## src/logic/iagc_pkg.sv

```systemverilog
`default_nettype none

package iagc_pkg;

    // sample and weight formats
    localparam int SAMPLE_WIDTH     = 14;
    localparam int WEIGHT_WIDTH     = 12;
    localparam int WEIGHT_FRAC      = 10;  // weight spans about -2 to +2
    localparam int WEIGHT_SUM_WIDTH = WEIGHT_WIDTH + 1;
    localparam int PRODUCT_WIDTH    = SAMPLE_WIDTH + WEIGHT_WIDTH;
    localparam int DIFF_WIDTH       = PRODUCT_WIDTH + 1;

    localparam logic signed [SAMPLE_WIDTH-1:0] SAMPLE_MAX = 2 ** (SAMPLE_WIDTH - 1) - 1;
    localparam logic signed [SAMPLE_WIDTH-1:0] SAMPLE_MIN = -(2 ** (SAMPLE_WIDTH - 1));
    localparam logic signed [WEIGHT_WIDTH-1:0] WEIGHT_MAX = 2 ** (WEIGHT_WIDTH - 1) - 1;
    localparam logic signed [WEIGHT_WIDTH-1:0] WEIGHT_MIN = -(2 ** (WEIGHT_WIDTH - 1));

    // decision window
    localparam int WINDOW_SAMPLES = 32;
    localparam int WINDOW_LOG2    = 5;
    localparam int COUNT_WIDTH    = WINDOW_LOG2 + 1;
    localparam int SUM_WIDTH      = SAMPLE_WIDTH + WINDOW_LOG2;

    localparam logic [SAMPLE_WIDTH-1:0] LEVEL_LOW_LIMIT  = 64;
    localparam logic [SAMPLE_WIDTH-1:0] LEVEL_HIGH_LIMIT = 1024;

    localparam logic signed [WEIGHT_WIDTH-1:0] STEP_FINE   = 2;
    localparam logic signed [WEIGHT_WIDTH-1:0] STEP_COARSE = 32;

    typedef enum logic [1:0] {IAGC_RESET, IAGC_INIT, IAGC_ADAPT} iagc_status_e;

    typedef enum logic [1:0] {LEVEL_LOW, LEVEL_MID, LEVEL_HIGH} level_e;

    // window states shared by both detectors
    typedef enum logic [1:0] {DET_CLEAR, DET_COUNT, DET_REPORT} det_state_e;

    typedef struct packed {
        logic                           valid;
        logic                           gate;
        logic signed [SAMPLE_WIDTH-1:0] reference;
        logic signed [SAMPLE_WIDTH-1:0] error;
    } sample_t;

    typedef struct packed {
        logic done;
        logic in_phase;
    } phase_result_t;

    typedef struct packed {
        logic   done;
        level_e level;
    } level_result_t;

endpackage

`default_nettype wire
```

## src/logic/iagc_canceller.sv

```systemverilog
`default_nettype none

module iagc_canceller (
    input  wire                                        i_clock,
    input  wire                                        i_arst_n,
    input  wire                                        i_enable,
    input  wire                                        i_sample,
    input  wire                                        i_gate,
    input  wire logic signed [iagc_pkg::SAMPLE_WIDTH-1:0] i_input,
    input  wire logic signed [iagc_pkg::SAMPLE_WIDTH-1:0] i_reference,
    output logic signed [iagc_pkg::SAMPLE_WIDTH-1:0]   o_error,
    output logic                                       o_error_valid,
    output logic signed [iagc_pkg::WEIGHT_WIDTH-1:0]   o_weight,
    output iagc_pkg::iagc_status_e                     o_status,
    output logic                                       o_locked
);

    iagc_pkg::sample_t                        sample;
    iagc_pkg::phase_result_t                  phase;
    iagc_pkg::level_result_t                  level;
    iagc_pkg::iagc_status_e                   status;
    logic signed [iagc_pkg::WEIGHT_WIDTH-1:0] weight;

    error_former error_former0 (
        .i_clock     (i_clock),
        .i_arst_n    (i_arst_n),
        .i_sample    (i_sample),
        .i_gate      (i_gate),
        .i_input     (i_input),
        .i_reference (i_reference),
        .i_weight    (weight),
        .o_sample    (sample)
    );

    phase_detector phase_detector0 (
        .i_clock  (i_clock),
        .i_arst_n (i_arst_n),
        .i_status (status),
        .i_sample (sample),
        .o_result (phase)
    );

    level_detector level_detector0 (
        .i_clock  (i_clock),
        .i_arst_n (i_arst_n),
        .i_status (status),
        .i_sample (sample),
        .o_result (level)
    );

    weight_controller weight_controller0 (
        .i_clock  (i_clock),
        .i_arst_n (i_arst_n),
        .i_enable (i_enable),
        .i_phase  (phase),
        .i_level  (level),
        .o_status (status),
        .o_weight (weight),
        .o_locked (o_locked)
    );

    // error output straight from the aligned sample
    assign o_error       = sample.error;
    assign o_error_valid = sample.valid;
    assign o_weight      = weight;
    assign o_status      = status;

endmodule

`default_nettype wire

```

## src/logic/weight_controller.sv

```systemverilog
`default_nettype none

module weight_controller (
    input  wire                                i_clock,
    input  wire                                i_arst_n,
    input  wire                                i_enable,
    input  wire iagc_pkg::phase_result_t       i_phase,
    input  wire iagc_pkg::level_result_t       i_level,
    output iagc_pkg::iagc_status_e             o_status,
    output logic signed [iagc_pkg::WEIGHT_WIDTH-1:0] o_weight,
    output logic                               o_locked
);

    iagc_pkg::iagc_status_e                        status;
    logic signed [iagc_pkg::WEIGHT_WIDTH-1:0]      weight;
    logic signed [iagc_pkg::WEIGHT_WIDTH-1:0]      weight_next;
    logic signed [iagc_pkg::WEIGHT_SUM_WIDTH-1:0]  step;
    logic signed [iagc_pkg::WEIGHT_SUM_WIDTH-1:0]  sum;
    logic                                          locked;
    logic                                          decide;

    // both verdicts of one window
    assign decide = status == iagc_pkg::IAGC_ADAPT && i_phase.done && i_level.done;

    // step size from level, direction from phase
    always_comb begin
        case (i_level.level)
            iagc_pkg::LEVEL_MID: begin
                step = iagc_pkg::WEIGHT_SUM_WIDTH'(iagc_pkg::STEP_FINE);
            end
            iagc_pkg::LEVEL_HIGH: begin
                step = iagc_pkg::WEIGHT_SUM_WIDTH'(iagc_pkg::STEP_COARSE);
            end
            default: begin
                step = '0;  // residual small, hold
            end
        endcase

        if (i_phase.in_phase) begin
            sum = iagc_pkg::WEIGHT_SUM_WIDTH'(weight) + step;
        end else begin
            sum = iagc_pkg::WEIGHT_SUM_WIDTH'(weight) - step;
        end

        if (sum > iagc_pkg::WEIGHT_SUM_WIDTH'(iagc_pkg::WEIGHT_MAX)) begin
            weight_next = iagc_pkg::WEIGHT_MAX;
        end else if (sum < iagc_pkg::WEIGHT_SUM_WIDTH'(iagc_pkg::WEIGHT_MIN)) begin
            weight_next = iagc_pkg::WEIGHT_MIN;
        end else begin
            weight_next = sum[iagc_pkg::WEIGHT_WIDTH-1:0];
        end
    end

    always_ff @(posedge i_clock or negedge i_arst_n) begin
        if (!i_arst_n) begin
            status <= iagc_pkg::IAGC_RESET;
            weight <= '0;
            locked <= 1'b0;
        end else if (!i_enable) begin
            status <= iagc_pkg::IAGC_RESET;
            weight <= '0;
            locked <= 1'b0;
        end else begin
            case (status)
                iagc_pkg::IAGC_RESET: begin
                    status <= iagc_pkg::IAGC_INIT;
                end
                iagc_pkg::IAGC_INIT: begin
                    status <= iagc_pkg::IAGC_ADAPT;  // detectors start counting
                end
                iagc_pkg::IAGC_ADAPT: begin
                    if (decide) begin
                        weight <= weight_next;
                        locked <= i_level.level == iagc_pkg::LEVEL_LOW;
                        status <= iagc_pkg::IAGC_INIT;  // restart both windows
                    end
                end
                default: begin
                    status <= iagc_pkg::IAGC_RESET;
                end
            endcase
        end
    end

    assign o_status = status;
    assign o_weight = weight;
    assign o_locked = locked;

endmodule

`default_nettype wire

```

## src/logic/level_detector.sv

```systemverilog
`default_nettype none

module level_detector (
    input  wire                         i_clock,
    input  wire                         i_arst_n,
    input  wire iagc_pkg::iagc_status_e i_status,
    input  wire iagc_pkg::sample_t      i_sample,
    output iagc_pkg::level_result_t     o_result
);

    iagc_pkg::det_state_e              state;
    logic [iagc_pkg::COUNT_WIDTH-1:0]  samples;
    logic [iagc_pkg::SUM_WIDTH-1:0]    sum;
    logic [iagc_pkg::SUM_WIDTH-1:0]    sum_next;
    logic [iagc_pkg::SAMPLE_WIDTH-1:0] magnitude;
    logic [iagc_pkg::SAMPLE_WIDTH-1:0] mean;
    logic                              qualified;
    logic                              last;
    logic                              done;
    iagc_pkg::level_e                  level;
    iagc_pkg::level_e                  level_next;

    assign qualified = i_sample.valid && i_sample.gate;

    // most negative sample still fits as unsigned
    assign magnitude = i_sample.error[iagc_pkg::SAMPLE_WIDTH-1]
                       ? $unsigned(-i_sample.error) : $unsigned(i_sample.error);

    assign sum_next = sum + (qualified ? iagc_pkg::SUM_WIDTH'(magnitude) : '0);
    assign mean     = sum_next[iagc_pkg::SUM_WIDTH-1:iagc_pkg::WINDOW_LOG2];

    assign last = qualified
                  && samples == iagc_pkg::COUNT_WIDTH'(iagc_pkg::WINDOW_SAMPLES - 1);

    always_comb begin
        if (mean < iagc_pkg::LEVEL_LOW_LIMIT) begin
            level_next = iagc_pkg::LEVEL_LOW;
        end else if (mean >= iagc_pkg::LEVEL_HIGH_LIMIT) begin
            level_next = iagc_pkg::LEVEL_HIGH;
        end else begin
            level_next = iagc_pkg::LEVEL_MID;
        end
    end

    always_ff @(posedge i_clock or negedge i_arst_n) begin
        if (!i_arst_n) begin
            state   <= iagc_pkg::DET_CLEAR;
            samples <= '0;
            sum     <= '0;
            done    <= 1'b0;
            level   <= iagc_pkg::LEVEL_LOW;
        end else if (i_status != iagc_pkg::IAGC_ADAPT) begin
            state   <= iagc_pkg::DET_CLEAR;
            samples <= '0;
            sum     <= '0;
            done    <= 1'b0;
        end else begin
            done <= 1'b0;
            if (state != iagc_pkg::DET_REPORT) begin
                samples <= samples + iagc_pkg::COUNT_WIDTH'(qualified);
                sum     <= sum_next;
                if (last) begin
                    state <= iagc_pkg::DET_REPORT;
                    done  <= 1'b1;
                    level <= level_next;
                end else if (qualified) begin
                    state <= iagc_pkg::DET_COUNT;
                end
            end
        end
    end

    assign o_result = '{done: done, level: level};

endmodule

`default_nettype wire

```

## src/logic/phase_detector.sv

```systemverilog
`default_nettype none

module phase_detector (
    input  wire                         i_clock,
    input  wire                         i_arst_n,
    input  wire iagc_pkg::iagc_status_e i_status,
    input  wire iagc_pkg::sample_t      i_sample,
    output iagc_pkg::phase_result_t     o_result
);

    iagc_pkg::det_state_e             state;
    logic [iagc_pkg::COUNT_WIDTH-1:0] samples;
    logic [iagc_pkg::COUNT_WIDTH-1:0] agree_count;
    logic [iagc_pkg::COUNT_WIDTH-1:0] disagree_count;
    logic [iagc_pkg::COUNT_WIDTH-1:0] agree_next;
    logic [iagc_pkg::COUNT_WIDTH-1:0] disagree_next;
    logic                             qualified;
    logic                             agree;
    logic                             last;
    logic                             done;
    logic                             in_phase;

    assign qualified = i_sample.valid && i_sample.gate;

    // sign bits equal
    assign agree = i_sample.reference[iagc_pkg::SAMPLE_WIDTH-1]
                   == i_sample.error[iagc_pkg::SAMPLE_WIDTH-1];

    assign agree_next    = agree_count + iagc_pkg::COUNT_WIDTH'(qualified && agree);
    assign disagree_next = disagree_count + iagc_pkg::COUNT_WIDTH'(qualified && !agree);

    assign last = qualified
                  && samples == iagc_pkg::COUNT_WIDTH'(iagc_pkg::WINDOW_SAMPLES - 1);

    always_ff @(posedge i_clock or negedge i_arst_n) begin
        if (!i_arst_n) begin
            state          <= iagc_pkg::DET_CLEAR;
            samples        <= '0;
            agree_count    <= '0;
            disagree_count <= '0;
            done           <= 1'b0;
            in_phase       <= 1'b0;
        end else if (i_status != iagc_pkg::IAGC_ADAPT) begin
            state          <= iagc_pkg::DET_CLEAR;
            samples        <= '0;
            agree_count    <= '0;
            disagree_count <= '0;
            done           <= 1'b0;
        end else begin
            done <= 1'b0;
            case (state)
                iagc_pkg::DET_CLEAR, iagc_pkg::DET_COUNT: begin
                    samples        <= samples + iagc_pkg::COUNT_WIDTH'(qualified);
                    agree_count    <= agree_next;
                    disagree_count <= disagree_next;
                    if (last) begin
                        state    <= iagc_pkg::DET_REPORT;
                        done     <= 1'b1;
                        in_phase <= agree_next >= disagree_next;  // ties count as in phase
                    end else if (qualified) begin
                        state <= iagc_pkg::DET_COUNT;
                    end
                end
                iagc_pkg::DET_REPORT: begin
                    state <= iagc_pkg::DET_REPORT;  // idle until status leaves adapt
                end
                default: begin
                    state <= iagc_pkg::DET_CLEAR;
                end
            endcase
        end
    end

    assign o_result = '{done: done, in_phase: in_phase};

endmodule

`default_nettype wire

```

## src/logic/error_former.sv

```systemverilog
`default_nettype none

module error_former (
    input  wire                                        i_clock,
    input  wire                                        i_arst_n,
    input  wire                                        i_sample,
    input  wire                                        i_gate,
    input  wire logic signed [iagc_pkg::SAMPLE_WIDTH-1:0] i_input,
    input  wire logic signed [iagc_pkg::SAMPLE_WIDTH-1:0] i_reference,
    input  wire logic signed [iagc_pkg::WEIGHT_WIDTH-1:0] i_weight,
    output iagc_pkg::sample_t                          o_sample
);

    logic signed [iagc_pkg::PRODUCT_WIDTH-1:0] product;
    logic signed [iagc_pkg::PRODUCT_WIDTH-1:0] scaled;
    logic signed [iagc_pkg::DIFF_WIDTH-1:0]    diff;
    logic signed [iagc_pkg::SAMPLE_WIDTH-1:0]  error_sat;

    logic                                      valid_q;
    logic                                      gate_q;
    logic signed [iagc_pkg::SAMPLE_WIDTH-1:0]  reference_q;
    logic signed [iagc_pkg::SAMPLE_WIDTH-1:0]  error_q;

    assign product = i_weight * i_reference;
    assign scaled  = product >>> iagc_pkg::WEIGHT_FRAC;  // drop weight fraction
    assign diff    = iagc_pkg::DIFF_WIDTH'(i_input) - iagc_pkg::DIFF_WIDTH'(scaled);

    // clip to the sample range
    always_comb begin
        if (diff > iagc_pkg::DIFF_WIDTH'(iagc_pkg::SAMPLE_MAX)) begin
            error_sat = iagc_pkg::SAMPLE_MAX;
        end else if (diff < iagc_pkg::DIFF_WIDTH'(iagc_pkg::SAMPLE_MIN)) begin
            error_sat = iagc_pkg::SAMPLE_MIN;
        end else begin
            error_sat = diff[iagc_pkg::SAMPLE_WIDTH-1:0];
        end
    end

    always_ff @(posedge i_clock or negedge i_arst_n) begin
        if (!i_arst_n) begin
            valid_q <= 1'b0;
            gate_q  <= 1'b0;
        end else begin
            valid_q <= i_sample;
            gate_q  <= i_gate;
        end
    end

    always_ff @(posedge i_clock) begin
        reference_q <= i_reference;  // kept aligned with the error
        error_q     <= error_sat;
    end

    assign o_sample = '{valid: valid_q, gate: gate_q, reference: reference_q, error: error_q};

endmodule

`default_nettype wire

```

## config.mk

```make
export PLATFORM = sky130hd
export DESIGN_NAME = iagc_canceller
export DESIGN_NICKNAME = d
export VERILOG_FILES = /design/src/logic/iagc_pkg.sv /design/src/logic/iagc_canceller.sv /design/src/logic/weight_controller.sv /design/src/logic/level_detector.sv /design/src/logic/phase_detector.sv /design/src/logic/error_former.sv
export SDC_FILE = /design/constraint.sdc
export NUM_CORES = 1
export LEC_CHECK = 0
export BUFFER_PORTS_ARGS = -buffer_cell sky130_fd_sc_hd__buf_2
export CORE_AREA = 5 5 146 148
export CTS_CLUSTER_DIAMETER = 120
export DETAILED_ROUTE_END_ITERATION = 12
export DIE_AREA = 0 0 151 153
export PLACE_DENSITY_LB_ADDON = 0.15
export SYNTH_ARGS = -nofsm -noshare
export SYNTH_HDL_FRONTEND = slang
export SYNTH_HIERARCHICAL = 1
export SYNTH_SLANG_ARGS = --single-unit
```

## constraint.sdc

```tcl
create_clock -name i_clock -period 10.25 [get_ports i_clock]
set_input_delay 0.5125 -clock i_clock [delete_from_list [all_inputs] [get_ports i_clock]]
set_output_delay 0.5125 -clock i_clock [all_outputs]
set_load 0.01 [all_outputs]
```

==> metrics.txt <==
most used cell along the critical path=fa_1; Peak Freq=0.1250 GHz; core area=0.01991 mm²; Layout fillers=1,761; top sig layer=met4; Fin. Hold Viols=0; Critical Path, Cell by Cell=nand2_1 -> fa_1 -> inv_1 -> fa_1 -> fa_1 -> fa_1 -> inv_1 -> fa_1 -> inv_1 -> ha_1 -> nand4_1 -> nor4b_1 -> nor3_1 -> nand2b_1 -> o21ai_0 -> xor2_1 -> ha_1 -> a21o_1 -> a21o_1 -> a221o_1 -> a211o_2 -> o31ai_4 -> o31ai_1; cts bufs inserted=9; TritonCTS clock tree=built; CP max FO=26; first-pass GRT wire length=45,150 µm; largest net degree at the start of global routing=70; DRT iter0 DRCs=526; wire length on met2=13,510 µm; P_leak=6.397 nW; grt ovf=0; Slowest-stage cell, CP=dfrtp_1; unrepaired setup endpoints after global routing=false; layout cell share with drive strength beyond 1=8.607%; drt first pass iters=5; Fin Hold WS=0.2750 ns; worst min path class=primary input to register; Worst Tran Pin Value=0.9936 ns; root buf cell=clkbuf_16; Worst Setup Start Kind=register; WP data required=10.44 ns; nets=1,727; setup bufs post-CTS=0; status=finished, final reports clean; # DRC=0; Clock transition at path regs=0.07 ns; reg2reg setup slack=2.25 ns; Clock Latency Late Sink=0.35 ns; Power, Total=0.8030 mW; worst-case reg-to-reg path depth=23; die area=0.02310 mm²; initial antenna violation count=0; max-slew violations=0; vias=9,410; Final ANT Viol Nets=0; Tmin final=7.999 ns; Reg-to-Reg End=error_former0/error_q[3]; Area Growth Syn to Fin=5.668%; metal3 WL=789 µm; vias per inst=5.539; Syn. warnings=6; CTS H-Tree Depth=3; die width=151 µm; Worst Skew=0.007810 ns; Avg WL per Cell=15.69 µm; post-cts sizing count=0; crit share post-route=78.04%; MaxCap Viol Count=0; top-level I/O count=63; M1 WL=11,420 µm; setup violators final=0; cell count along the critical path=23; port bufs=62; Die Ht=153 µm; worst setup path endpoint=error_former0/error_q[3]; Detailed Place HPWL=20,980 µm; Max-slew headroom=33.76%; routed wire length=26,650 µm; cells after synthesis=1,401; CP max stage delay=0.89 ns; crit path launch=weight_controller0/o_weight[3]; global-route usage over all layers=24.00%; Longest Clk Path Bufs=2; gpl congestion=0.8865; Synth Cell Area=0.01223 mm²; endpoint class of the critical path=register; vias in the first global route=9,408; PwrDens=62.15 mW/mm²; # clock sinks=84; ant diodes=0; Worst R2R Start=weight_controller0/o_weight[3]; total negative slack=0 ns; crit path DAT=8.19 ns; syn_nets=1,704; Initial Util=61.42%; VDD IR max=86.71 µV; FP Rows=52; hold_buf cts=0; CP top delay family=adder cells; final core utilization=64.90%; Worst Path Buf+Inv=3; Avg Inst Size Synth=8.728 µm²; critical path type=register to register
## layout make-up
class	count	area [µm²]	share of cell area, %
multi-input cells	1026	9059	70.11
flip-flops and latches	84	2027	15.69
inverters	238	893.4	6.914
well taps	270	337.8	2.615
repair buffers	65	332.8	2.576
clock buffers	12	246.5	1.908
clock inverters	4	25.02	0.1937
## worst min path at each step
stage / to / cells after the start / from / slack, ns
after floorplan: error_former0/gate_q / 0 / i_arst_n / 0.22
after global placement: level_detector0/sum[5] / 2 / level_detector0/sum[5] / 0.51
after detailed placement: level_detector0/samples[5] / 2 / level_detector0/samples[5] / 0.52
after CTS: error_former0/gate_q / 1 / i_gate / 0.26
after global routing: error_former0/gate_q / 1 / i_gate / 0.26
final: error_former0/valid_q / 1 / i_sample / 0.27
## state kept, by name (all words and copies together) (netlist names)
name	flops
phase_detector0/in_phase	1
error_former0/valid_q	1
weight_controller0/o_status	2
error_former0/error_q	14
level_detector0/samples	6
weight_controller0/o_weight	12
level_detector0/sum	19
level_detector0/level	2
phase_detector0/samples	6
level_detector0/state	2
phase_detector0/agree_count	6
phase_detector0/done	1
phase_detector0/state	2
error_former0/gate_q	1
weight_controller0/o_locked	1
error_former0/reference_q	1
phase_detector0/disagree_count	6
level_detector0/done	1
## placed cells by master (no fill, tap or decap), drive strengths merged, types with 9 or more instances in the layout
master and count:
a21o 18, a21oi 63, and2 51, and3 10, buf 65, clkbuf 12, dfrtp 69, dfxtp 15
fa 158, ha 112, inv 240, mux2i 13, nand2 180, nand2b 15, nand3 16, nand4 10
nor2 91, nor2b 13, nor3 20, o21a 9, o21ai 51, o31ai 10, or3 9, xnor2 47
xor2 42
## layer usage
layer / vias to the layer above / track usage (%)
li1: 4521 / -
met1: 4639 / 32.14
met3: 54 / 2.310
met2: 196 / 40.20
met5: - / 0
met4: 0 / 9.413
## metrics by stage
| stage | cells | worst slack, ns | area, µm² |
|---|---|---|---|
| 2_1_floorplan | 1401 | 3.111 | 12230 |
| 3_3_place_gp | 1683 | 2.509 | 12650 |
| 3_5_place_dp | 1683 | 2.305 | 12650 |
| 4_1_cts | 1699 | 2.276 | 12920 |
| 5_1_grt | 1699 | 1.697 | 12920 |
| 6_report | 1699 | 2.251 | 12920 |
## where the power goes
part / switching [mW] / internal, mW / leakage (nW)
clock: 0.141 / 0.171 / 0.137
combinational: 0.0841 / 0.0499 / 5.18
sequential: 0.0143 / 0.342 / 1.08
total: 0.240 / 0.563 / 6.40
Note: power is estimated with default switching activity, not from simulation.
